`src/design/exu_pkg.sv`:
```
// Execute unit package
// Widths, word and index types, major opcodes, ALU operations
// and the load/store unit states shared by the RV32I execute stage

package exu_pkg;

    ////////////////////////////////////////////////////////////
    // Widths
    ////////////////////////////////////////////////////////////
    localparam int XLEN        = 32;
    localparam int RF_DEPTH    = 32;
    localparam int RFIDX_WIDTH = 5;

    typedef logic [XLEN-1:0]        xlen_t;
    typedef logic [RFIDX_WIDTH-1:0] rfidx_t;

    ////////////////////////////////////////////////////////////
    // Major opcodes kept by the decoder
    ////////////////////////////////////////////////////////////
    typedef enum logic [6:0] {
        OPC_OP     = 7'b0110011,
        OPC_OP_IMM = 7'b0010011,
        OPC_LUI    = 7'b0110111,
        OPC_LOAD   = 7'b0000011,
        OPC_STORE  = 7'b0100011
    } opcode_e;

    ////////////////////////////////////////////////////////////
    // ALU operations
    ////////////////////////////////////////////////////////////
    typedef enum logic [2:0] {
        ALU_ADD    = 3'd0,
        ALU_SUB    = 3'd1,
        ALU_AND    = 3'd2,
        ALU_OR     = 3'd3,
        ALU_XOR    = 3'd4,
        ALU_PASS_B = 3'd5
    } alu_op_e;

    // LSU bus state, one access outstanding at most
    typedef enum logic {
        LSU_IDLE = 1'b0,
        LSU_BUS  = 1'b1
    } lsu_state_e;

endpackage

```
`src/design/exu_decoder.sv`:
```
// Instruction decoder
// Splits register fields, builds the I, S or U immediate and maps
// LUI, ADDI, ADD, SUB, AND, OR, XOR, LW and SW to control signals.
// Anything else is flagged illegal with all side effects cleared

module exu_decoder (
    input  exu_pkg::xlen_t   instr,
    output exu_pkg::rfidx_t  rs1_idx,
    output exu_pkg::rfidx_t  rs2_idx,
    output exu_pkg::rfidx_t  rd_idx,
    output exu_pkg::xlen_t   imm,
    output exu_pkg::alu_op_e alu_op,
    output logic             use_imm,
    output logic             rd_wen,
    output logic             is_load,
    output logic             is_store,
    output logic             illegal
);
    import exu_pkg::*;

    opcode_e    opc;
    logic [2:0] funct3;
    logic [6:0] funct7;

    assign opc     = opcode_e'(instr[6:0]);
    assign funct3  = instr[14:12];
    assign funct7  = instr[31:25];
    assign rs1_idx = instr[19:15];
    assign rs2_idx = instr[24:20];
    assign rd_idx  = instr[11:7];

    ////////////////////////////////////////////////////////////
    // Immediate generation
    ////////////////////////////////////////////////////////////
    always_comb begin
        case (opc)
            OPC_LUI:   imm = {instr[31:12], 12'b0};
            OPC_STORE: imm = {{20{instr[31]}}, instr[31:25], instr[11:7]};
            default:   imm = {{20{instr[31]}}, instr[31:20]};
        endcase
    end

    ////////////////////////////////////////////////////////////
    // Control decode
    ////////////////////////////////////////////////////////////
    // rd_wen covers the ALU path only; loads write back later
    always_comb begin
        alu_op   = ALU_ADD;
        use_imm  = 1'b0;
        rd_wen   = 1'b0;
        is_load  = 1'b0;
        is_store = 1'b0;
        illegal  = 1'b0;
        case (opc)
            OPC_LUI: begin
                alu_op  = ALU_PASS_B;
                use_imm = 1'b1;
                rd_wen  = 1'b1;
            end
            OPC_OP_IMM: begin
                use_imm = 1'b1;
                rd_wen  = 1'b1;
                illegal = (funct3 != 3'b000);
            end
            OPC_OP: begin
                rd_wen = 1'b1;
                if (funct7 == 7'b0100000 && funct3 == 3'b000) begin
                    alu_op = ALU_SUB;
                end else if (funct7 == 7'b0000000) begin
                    case (funct3)
                        3'b000:  alu_op = ALU_ADD;
                        3'b100:  alu_op = ALU_XOR;
                        3'b110:  alu_op = ALU_OR;
                        3'b111:  alu_op = ALU_AND;
                        default: illegal = 1'b1;
                    endcase
                end else begin
                    illegal = 1'b1;
                end
            end
            OPC_LOAD: begin
                is_load = 1'b1;
                illegal = (funct3 != 3'b010);
            end
            OPC_STORE: begin
                is_store = 1'b1;
                illegal  = (funct3 != 3'b010);
            end
            default: illegal = 1'b1;
        endcase

        // Faulting instructions must not touch state
        if (illegal) begin
            rd_wen   = 1'b0;
            is_load  = 1'b0;
            is_store = 1'b0;
        end
    end

endmodule

```
`src/design/exu_regfile.sv`:
```
// Integer register file
// 32 words, two combinational read ports and one write port at the
// clock edge; x0 ignores writes and always reads zero

module exu_regfile (
    input  logic            clk,
    input  exu_pkg::rfidx_t rs1_idx,
    input  exu_pkg::rfidx_t rs2_idx,
    input  exu_pkg::rfidx_t wr_idx,
    input  logic            wr_en,
    input  exu_pkg::xlen_t  wr_data,
    output exu_pkg::xlen_t  rs1_data,
    output exu_pkg::xlen_t  rs2_data
);
    import exu_pkg::*;

    // Storage, contents undefined until written
    xlen_t regs [RF_DEPTH];

    always_ff @(posedge clk) begin
        if (wr_en && (wr_idx != '0)) begin
            regs[wr_idx] <= wr_data;
        end
    end

    ////////////////////////////////////////////////////////////
    // Read ports
    ////////////////////////////////////////////////////////////
    assign rs1_data = (rs1_idx == '0) ? '0 : regs[rs1_idx];
    assign rs2_data = (rs2_idx == '0) ? '0 : regs[rs2_idx];

endmodule

```
`src/design/exu_alu.sv`:
```
// Integer ALU
// Picks the second operand from the immediate or rs2, then applies
// add, sub, and, or, xor or a pass of operand b for LUI

module exu_alu (
    input  exu_pkg::xlen_t   rs1_data,
    input  exu_pkg::xlen_t   rs2_data,
    input  exu_pkg::xlen_t   imm,
    input  logic             use_imm,
    input  exu_pkg::alu_op_e alu_op,
    output exu_pkg::xlen_t   result
);
    import exu_pkg::*;

    xlen_t op_a;
    xlen_t op_b;

    ////////////////////////////////////////////////////////////
    // Operand select
    ////////////////////////////////////////////////////////////
    assign op_a = rs1_data;
    assign op_b = use_imm ? imm : rs2_data;

    ////////////////////////////////////////////////////////////
    // Operations
    ////////////////////////////////////////////////////////////
    always_comb begin
        case (alu_op)
            ALU_ADD:    result = op_a + op_b;
            ALU_SUB:    result = op_a - op_b;
            ALU_AND:    result = op_a & op_b;
            ALU_OR:     result = op_a | op_b;
            ALU_XOR:    result = op_a ^ op_b;
            // LUI, immediate already shifted by the decoder
            ALU_PASS_B: result = op_b;
            default:    result = '0;
        endcase
    end

endmodule

```
`src/design/exu_lsu.sv`:
```
// Load/store unit
// Forms rs1 plus immediate, rejects unaligned words and runs one
// Wishbone classic cycle per aligned LW or SW. Holds the stage busy
// until the slave acknowledges

module exu_lsu (
    input  logic            clk,
    input  logic            rst,
    input  logic            instr_valid,
    input  logic            is_load,
    input  logic            is_store,
    input  exu_pkg::xlen_t  rs1_data,
    input  exu_pkg::xlen_t  rs2_data,
    input  exu_pkg::xlen_t  imm,
    input  exu_pkg::rfidx_t rd_idx,
    input  exu_pkg::xlen_t  wb_dat_r,
    input  logic            wb_ack,
    output logic            exu_ready,
    output logic            accept,
    output logic            misalign,
    output logic            ld_done,
    output exu_pkg::xlen_t  ld_data,
    output exu_pkg::rfidx_t ld_rd,
    output logic            wb_cyc,
    output logic            wb_stb,
    output logic            wb_we,
    output exu_pkg::xlen_t  wb_adr,
    output exu_pkg::xlen_t  wb_dat_w
);
    import exu_pkg::*;

    lsu_state_e state;
    xlen_t      eff_addr;
    logic       is_mem;
    logic       start;

    // Access registers, held for the whole bus cycle
    xlen_t      adr_q;
    xlen_t      dat_q;
    logic       we_q;
    rfidx_t     rd_q;

    ////////////////////////////////////////////////////////////
    // Acceptance and address check
    ////////////////////////////////////////////////////////////
    assign exu_ready = (state == LSU_IDLE);
    assign accept    = instr_valid & exu_ready;
    assign is_mem    = is_load | is_store;
    assign eff_addr  = rs1_data + imm;
    assign misalign  = accept & is_mem & (eff_addr[1:0] != 2'b00);
    assign start     = accept & is_mem & ~misalign;

    ////////////////////////////////////////////////////////////
    // Bus state
    ////////////////////////////////////////////////////////////
    always_ff @(posedge clk) begin
        if (rst) begin
            state <= LSU_IDLE;
        end else if (start) begin
            state <= LSU_BUS;
        end else if (state == LSU_BUS && wb_ack) begin
            state <= LSU_IDLE;
        end
    end

    always_ff @(posedge clk) begin
        if (start) begin
            adr_q <= eff_addr;
            dat_q <= rs2_data;
            we_q  <= is_store;
            rd_q  <= rd_idx;
        end
    end

    // Wishbone master outputs
    assign wb_cyc   = (state == LSU_BUS);
    assign wb_stb   = (state == LSU_BUS);
    assign wb_we    = (state == LSU_BUS) & we_q;
    assign wb_adr   = adr_q;
    assign wb_dat_w = dat_q;

    // Load completion, written back on the ack edge
    assign ld_done = (state == LSU_BUS) & wb_ack & ~we_q;
    assign ld_data = wb_dat_r;
    assign ld_rd   = rd_q;

endmodule

```
`src/design/exu_wbck.sv`:
```
// Write-back unit
// Steers either a finished load or an accepted ALU result onto the
// register write port and registers a one-cycle exception pulse

module exu_wbck (
    input  logic            clk,
    input  logic            rst,
    input  logic            accept,
    input  logic            rd_wen,
    input  logic            illegal,
    input  logic            misalign,
    input  exu_pkg::rfidx_t rd_idx,
    input  exu_pkg::xlen_t  alu_result,
    input  logic            ld_done,
    input  exu_pkg::xlen_t  ld_data,
    input  exu_pkg::rfidx_t ld_rd,
    output logic            rf_wen,
    output exu_pkg::rfidx_t rf_idx,
    output exu_pkg::xlen_t  rf_data,
    output logic            exu_excp
);
    import exu_pkg::*;

    ////////////////////////////////////////////////////////////
    // Register write port
    ////////////////////////////////////////////////////////////
    // Load completes only while busy, so it never meets an accept
    always_comb begin
        rf_wen  = 1'b0;
        rf_idx  = rfidx_t'(0);
        rf_data = xlen_t'(0);
        if (ld_done) begin
            rf_wen  = 1'b1;
            rf_idx  = ld_rd;
            rf_data = ld_data;
        end else if (accept && rd_wen) begin
            rf_wen  = 1'b1;
            rf_idx  = rd_idx;
            rf_data = alu_result;
        end
    end

    // Exception pulse, cycle after the faulting accept
    always_ff @(posedge clk) begin
        if (rst) begin
            exu_excp <= 1'b0;
        end else begin
            exu_excp <= accept & (illegal | misalign);
        end
    end

endmodule

```
`src/design/exu_top.sv`:
```
// Execute unit top level
// Decoder, register file, ALU and LSU side by side, with the
// write-back unit merging their results into the register file

module exu_top (
    input  logic           clk,
    input  logic           rst,
    input  logic           instr_valid,
    input  exu_pkg::xlen_t instr,
    output logic           exu_ready,
    output logic           exu_excp,
    output logic           wb_cyc,
    output logic           wb_stb,
    output logic           wb_we,
    output exu_pkg::xlen_t wb_adr,
    output exu_pkg::xlen_t wb_dat_w,
    input  exu_pkg::xlen_t wb_dat_r,
    input  logic           wb_ack
);
    import exu_pkg::*;

    ////////////////////////////////////////////////////////////
    // Decode and operand read
    ////////////////////////////////////////////////////////////
    rfidx_t  rs1_idx;
    rfidx_t  rs2_idx;
    rfidx_t  rd_idx;
    xlen_t   imm;
    alu_op_e alu_op;
    logic    use_imm;
    logic    rd_wen;
    logic    is_load;
    logic    is_store;
    logic    illegal;
    xlen_t   rs1_data;
    xlen_t   rs2_data;

    // Write port from write-back
    logic    rf_wen;
    rfidx_t  rf_idx;
    xlen_t   rf_data;

    exu_decoder u_decoder (
        .instr    (instr),
        .rs1_idx  (rs1_idx),
        .rs2_idx  (rs2_idx),
        .rd_idx   (rd_idx),
        .imm      (imm),
        .alu_op   (alu_op),
        .use_imm  (use_imm),
        .rd_wen   (rd_wen),
        .is_load  (is_load),
        .is_store (is_store),
        .illegal  (illegal)
    );

    exu_regfile u_regfile (
        .clk      (clk),
        .rs1_idx  (rs1_idx),
        .rs2_idx  (rs2_idx),
        .wr_idx   (rf_idx),
        .wr_en    (rf_wen),
        .wr_data  (rf_data),
        .rs1_data (rs1_data),
        .rs2_data (rs2_data)
    );

    ////////////////////////////////////////////////////////////
    // ALU and LSU
    ////////////////////////////////////////////////////////////
    xlen_t   alu_result;
    logic    accept;
    logic    misalign;
    logic    ld_done;
    xlen_t   ld_data;
    rfidx_t  ld_rd;

    exu_alu u_alu (
        .rs1_data (rs1_data),
        .rs2_data (rs2_data),
        .imm      (imm),
        .use_imm  (use_imm),
        .alu_op   (alu_op),
        .result   (alu_result)
    );

    exu_lsu u_lsu (
        .clk         (clk),
        .rst         (rst),
        .instr_valid (instr_valid),
        .is_load     (is_load),
        .is_store    (is_store),
        .rs1_data    (rs1_data),
        .rs2_data    (rs2_data),
        .imm         (imm),
        .rd_idx      (rd_idx),
        .wb_dat_r    (wb_dat_r),
        .wb_ack      (wb_ack),
        .exu_ready   (exu_ready),
        .accept      (accept),
        .misalign    (misalign),
        .ld_done     (ld_done),
        .ld_data     (ld_data),
        .ld_rd       (ld_rd),
        .wb_cyc      (wb_cyc),
        .wb_stb      (wb_stb),
        .wb_we       (wb_we),
        .wb_adr      (wb_adr),
        .wb_dat_w    (wb_dat_w)
    );

    // Write-back
    exu_wbck u_wbck (
        .clk        (clk),
        .rst        (rst),
        .accept     (accept),
        .rd_wen     (rd_wen),
        .illegal    (illegal),
        .misalign   (misalign),
        .rd_idx     (rd_idx),
        .alu_result (alu_result),
        .ld_done    (ld_done),
        .ld_data    (ld_data),
        .ld_rd      (ld_rd),
        .rf_wen     (rf_wen),
        .rf_idx     (rf_idx),
        .rf_data    (rf_data),
        .exu_excp   (exu_excp)
    );

endmodule

```
`config.mk`:
```
export PLATFORM = sky130hd
export DESIGN_NAME = exu_top
export DESIGN_NICKNAME = d
export VERILOG_FILES = /design/src/design/exu_pkg.sv /design/src/design/exu_decoder.sv /design/src/design/exu_regfile.sv /design/src/design/exu_alu.sv /design/src/design/exu_lsu.sv /design/src/design/exu_wbck.sv /design/src/design/exu_top.sv
export SDC_FILE = /design/constraint.sdc
export NUM_CORES = 2
export LEC_CHECK = 0
export ABC_CLOCK_PERIOD_IN_PS = 12700
export BUFFER_PORTS_ARGS = -buffer_cell sky130_fd_sc_hd__buf_2
export CORE_ASPECT_RATIO = 1.2
export CORE_MARGIN = 10
export CORE_UTILIZATION = 50
export CTS_CLUSTER_DIAMETER = 150
export DETAILED_ROUTE_END_ITERATION = 8
export GPL_TIMING_DRIVEN = 0
export PLACE_DENSITY = 0.67
export SYNTH_ARGS = -nofsm -noshare
export SYNTH_HDL_FRONTEND = slang
export SYNTH_SLANG_ARGS = --single-unit
```
`constraint.sdc`:
```
create_clock -name clk -period 12.7 [get_ports clk]
set_input_delay 2.54 -clock clk [delete_from_list [all_inputs] [get_ports clk]]
set_output_delay 2.54 -clock clk [all_outputs]
set_load 0.1 [all_outputs]
```
# --- Word-level counts from Yosys, hierarchy flattened ---
# Memories as Yosys holds them, arrays and structs flattened.
# Cells that the tools add are included.
op_classes:
  add_sub_neg: 3
  n_reduce_logical: 17
  n_eq_ne: 15
  mux: 30
  bitwise_logic: 16
op_table:
  columns: ["cell", "n"]
  rows:
  - ["$pmux W32 S6", 1]
  - ["$mux W32", 5]
  - ["$add A32 B32 Y32", 2]
  - ["$pmux W31 S2", 1]
  - ["$and A32 B32 Y32", 1]
  - ["$or A32 B32 Y32", 1]
  - ["$sub A32 B32 Y32", 1]
  - ["$xor A32 B32 Y32", 1]
  - ["$eq A7 B6 Y1 const B", 4]
  - ["$mux W1", 16]
  - ["$eq A3 B3 Y1 const B", 5]
  - ["$logic_not A5 Y1", 2]
  - ["$mux W5", 2]
  - ["$pmux W3 S3", 1]
  - ["$and A1 B1 Y1", 8]
  - ["$eq A7 B2 Y1 const B", 1]
  - ["$eq A7 B5 Y1 const B", 1]
  - ["$logic_not A7 Y1", 1]
  - ["$eq A3 B2 Y1 const B", 2]
  - ["$logic_not A3 Y1", 2]
  - ["$mux W3", 2]
  - ["$pmux W3 S2", 1]
  - ["$reduce_bool A5 Y1", 1]
  - ["$logic_and A1 B1 Y1", 4]
  - ["10 further kinds", 15]
totals:
  ff_bits: 72
  out_inout_bits: 69
  ram_bits: 1024
  elab_cells: 88
  input_bits: 68
  mem_count: 1
memory_table:
  columns: ["name", "words", "word_bits", "read_ports", "rd_clocked_by_memory_dff", "wr", "line_no", "source"]
  rows:
  - ["u_regfile.regs", 32, 32, 2, 0, 1, "exu_regfile.sv:18", "xlen_t regs [RF_DEPTH];"]

# --- Depth between registers and ports, before layout ---
depth:
  ltp_word: 14
  depth_mapped: 28
  ltp_nobuf: 22

# --- Modules after synthesis ---
# Synthesis repeated with hierarchy kept, for this count alone.
hier_totals:
  cells_unflattened: 3840
  area_unflattened_um2: 58479.8
by_module_without_submodules:
  columns: ["mod", "area_each_um2", "instances", "seq_area_each_um2", "cells_per_inst"]
  rows:
  - ["exu_regfile", 47929.7, 1, 30749.5, 2564]
  - ["exu_alu", 4835.9, 1, 0.0, 696]
  - ["exu_lsu", 4124.0, 1, 2122.0, 345]
  - ["exu_wbck", 835.8, 1, 20.0, 131]
  - ["exu_decoder", 754.5, 1, 0.0, 104]

# --- Least setup slack after synthesis ---
# Ideal clock, no wire load.
synth_timing:
  kind: "input port to flip-flop"
  start: "input instr[15]"
  end: "memory u_regfile.regs[0][28] (netlist bit), data pin"
  stages: 22
  path_buffers: 4
  path_slack_ns: 2.987
  setup_time_ns: 0.454
  required_ns: 12.246
  t_arrival_ns: 9.259
  path_cell_list: "buf_2 -> clkbuf_1 -> buf_2 -> buf_1 -> mux4_2 -> mux2_2 -> a221oi_1 -> nor3_1 -> inv_1 -> ha_1 -> inv_1 -> fa_1 -> a21o_1 -> a21oi_1 -> o21ai_0 -> a21oi_1 -> o31ai_1 -> a41oi_1 -> nor3_1 -> a2111oi_0 -> xor2_1 -> o21ai_0"
synth_between:
  elab_chain_len: 6
  elab_cells_between_ends: 13
  classes_between: "add/sub (2); mux (6); bitwise (3); reduce/logical (1); memory (1)"
synth_lines:
  columns: ["item", "line_no", "source"]
  rows:
  - ["start: declaration", "exu_top.sv:9", "input exu_pkg::xlen_t instr,"]
  - ["$mem_v2 Z32 W32 (tied with other cells)", null, null]
  - ["$mux W32 (on tied branches)", "exu_regfile.sv:29, exu_alu.sv:22", null]
  - ["$sub A32 B32 Y32 (tied with other cells)", "exu_alu.sv:30", "ALU_SUB: result = op_a - op_b;"]
  - ["$pmux W32 S6 (*)", "exu_alu.sv:28", "case (alu_op)"]
  - ["$mux W32 (*)", "exu_wbck.sv:36", "end else if (accept && rd_wen) begin"]
  - ["$mux W32 (*)", "exu_wbck.sv:32", "if (ld_done) begin"]
  - ["net rf_data[28]", "exu_top.sv:41", "xlen_t rf_data;"]
  - ["end: declaration", "exu_regfile.sv:18", null]
# Mark *: on every way through the listed nets, which the timed path passes. The rest lies on a longest branch.

# --- Final worst setup path ---
layout_timing:
  start: "input instr[17]"
  end: "memory u_regfile.regs[21][30] (netlist bit), data pin"
# Same word-level chain as after synthesis.

==> results.sh <==
export IMPL_period_needed_ns=12.46
export IMPL_final_cell_mix="edfxtp_1, mux4_2, mux2i_1"
export IMPL_whs_ns=0.570
export IMPL_p_leak_nw=23.7
export IMPL_setup_viol=0
export IMPL_cts_root_buf="clkbuf_16"
export IMPL_slew_headroom=-0.124
export IMPL_worst_pin_slew_ns=1.69
export IMPL_drtIter0Drc=7786
export IMPL_skew_ns=0.0440
export IMPL_pwr_density_cell_nw_per_um2=129
export IMPL_antenna_left=0
export IMPL_crit_chain="buf_2, buf_1, buf_1, clkbuf_1, clkbuf_1, a22o_1, nor2_1, nor3_1, ha_1, a21o_1, a21oi_1, o21ai_0, a21oi_1, o31ai_1, a41oi_1, nor3_1, a2111oi_0, a21oi_1, o211ai_1, buf_4, buf_4"
export IMPL_io_buffers=129
export IMPL_grt_max_degree=53
export IMPL_overflow=0
export IMPL_start_util=0.503
export IMPL_die_y_um=389
export IMPL_ff2ff_path_depth=22
export IMPL_num_io_pins=137
export IMPL_synth_adder_area_share=0.0288
export IMPL_synth_top_family_by_area="multiplexers"
export IMPL_reg2reg_to="u_regfile.regs[21][30]"
export IMPL_synthFlopType="edfxtp_1"
export IMPL_hold_viol=0
export IMPL_drive_gt1_frac=0.252
export IMPL_fin_ws_ns=0.239
export IMPL_path_clk_slew_ns=0.07
export IMPL_drv_cap=16
export IMPL_path_buf_inv=7
export IMPL_cts_buffer_depth=3
export IMPL_htree_levels=3
export IMPL_vias=41400
export IMPL_crit_path_start_kind="input port"
export IMPL_coreArea_um2=113000
export IMPL_viasPerCell=7.43
export IMPL_grt_pass1_vias=39500
export IMPL_routabilityCongestion=1.02
export IMPL_dp_hpwl_mm=176
export IMPL_synth_compound_area_frac=0.0837
export IMPL_final_common_cell="edfxtp_1"
export IMPL_antenna_found_initial=21
export IMPL_dpl_cell_area_um2=61200
export IMPL_yosys_area_share_simple=0.0458
export IMPL_wire_per_inst_um=44.1
export IMPL_crit_fanout=13
export IMPL_tns_ns=0
export IMPL_track_usage=0.378
export IMPL_cp_common_cell="a21oi_1"
export IMPL_cts_tree="built"
export IMPL_max_vdd_ir_drop_uv=117
export IMPL_status="finished with violations"
export IMPL_synth_avg_cell_area_um2=15.7
export IMPL_fmax_mhz=80.3
export IMPL_wl_mm=245
export IMPL_ys_types=89
export IMPL_worstPathRequired_ns=13.30
export IMPL_post_cts_resized=0
export IMPL_worstSetupPathType="input port to flip-flop"
export IMPL_yosys_warnings=0
export IMPL_p_total_mw=8.37
export IMPL_stdcell_count=5571
export IMPL_crit_family="buffers and inverters"
export IMPL_crit_arrival_ns=13.06
export IMPL_finalMaxSlewViolations=129
export IMPL_yosysSeqAreaShare=0.581
export IMPL_cts_setup_buffers=0
export IMPL_async_reset_ff_frac=0
export IMPL_num_rows=135
export IMPL_dp_cells=5359
export IMPL_syn_area_um2=56600
export IMPL_syn_to_final_growth_pct=14.6
export IMPL_r2r_start="u_regfile.regs[15][3]"
export IMPL_whs_path_depth=2
export IMPL_nFillCells=8617
export IMPL_hold_class="flip-flop to flip-flop"
export IMPL_min_delay_start="u_lsu.wb_cyc"
export IMPL_synth_mux_area_frac=0.221
export IMPL_num_nets_final=4160
export IMPL_synth_xor_area_frac=0.0126
export IMPL_clk_latency_ns=0.76
export IMPL_grt_pass1_wl_mm=328
export IMPL_die_x_um=327
export IMPL_critPathMaxStageDelay_ns=1.15
export IMPL_holdPathEnd="u_lsu.wb_cyc"
export IMPL_cpMaxStageDelayCell="buf_1"
export IMPL_synth_edff_count=1094
export IMPL_netlist_instances=3604
export IMPL_reg2reg_setup_slack_ns=4.65
export IMPL_postLayoutCoreUtil=0.576
export IMPL_critPathCaptureType="flip-flop"
export IMPL_post_place_ws_ns=-0.419
export IMPL_violations="max-capacitance violations, max-slew violations"
export IMPL_synth_seq_cells=1096
export IMPL_dieArea_um2=127000
export IMPL_dr_pass1_iters=8
export IMPL_numCtsBuffers=106
export IMPL_cts_sinks=1096
export IMPL_finalCritPeriodShare=0.981
export IMPL_rsz0062_at_grt="no"
export IMPL_drc_errors=0
export IMPL_hold_buffers=0
export IMPL_design_area_um2=64900
[logic make-up (layout without fill, tap and decap cells)]
family	count (synthesis)	count (layout)
flops	1096	1096
mux	727	727
compound gates	690	690
simple gates	536	536
buf+inv	345	763
fa+ha+maj	129	129
xor+xnor	80	80
other cells	1	43
[layer usage]
| layer | vias up | track usage | wire (um) |
|---|---|---|---|
| li1 | 15500 | - | - |
| met3 | 1021 | 0.133 | 37000 |
| met2 | 4089 | 0.569 | 108000 |
| met4 | 16 | 0.304 | 24200 |
| met1 | 20700 | 0.435 | 75800 |
| met5 | - | 0 | 109 |
[how the worst max path moves through the flow]
stage | from | to | depth (start not counted)
2_1_floorplan | instr[15] | u_regfile.regs[0][28] | 22
3_3_place_gp | instr[16] | u_regfile.regs[24][28] | 23
3_5_place_dp | instr[16] | u_regfile.regs[20][30] | 25
4_1_cts | instr[16] | u_regfile.regs[29][30] | 25
5_1_grt | instr[17] | u_regfile.regs[20][30] | 21
6_report | instr[17] | u_regfile.regs[21][30] | 21
[power breakdown]
group	switching [mW]	internal (mW)
clock	1.47	1.84
combinational	0.734	0.396
sequential	0.00195	3.93
total	2.20	6.17
[registers in the layout, summed over array words and instances, names as in the netlist]
register / flops
u_lsu.we_q: 1
u_lsu.wb_dat_w: 32
u_lsu.wb_cyc: 1
u_lsu.wb_adr: 32
u_lsu.ld_rd: 5
u_regfile.regs: 1024
u_wbck.exu_excp: 1
[final cells by class]
cell class                 count  area, um^2  share of cell area
antenna                       11        27.5            0.000424
clock inverter                76         840              0.0129
buffer                       242        1200              0.0185
timing repair buffer         220        2280              0.0351
sequential                  1096       32900               0.507
tap                         1507        1890              0.0291
inverter                     103         387             0.00596
clock buffer                 122        2710              0.0418
multi-input combinational   2194       22600               0.349
[worst register-to-register path, stage by stage, from the launching register on]
cell	delay (ns)
edfxtp_1	0.36
mux2i_1	0.08
a22oi_1	0.25
a41oi_1	0.16
a211oi_1	1.32
mux2i_1	0.48
and4_1	0.35
buf_2	0.17
a31oi_1	0.22
xnor2_1	0.10
ha_1	0.37
a21o_1	0.18
a21oi_1	0.14
o221ai_1	0.12
a21oi_1	0.44
o31ai_1	0.31
a41oi_1	0.39
nor3_1	0.11
a2111oi_0	1.00
a21oi_1	0.17
o211ai_1	0.67
buf_4	0.32
buf_4	0.21
[Yosys cell counts (all sizes together), types with 51 or more instances]
master	instances	area, um^2
nand2	162	608
o21ai	93	465
a22o	52	455
clkbuf	123	462
edfxtp	1094	32900
ha	127	1590
buf	119	707
mux2	51	574
mux2i	265	2650
inv	103	387
nor2	130	488
a21oi	151	756
a22oi	117	878
mux4	411	9270
nor3	64	325
xnor2	59	517
(Power assumes the default switching activity.)
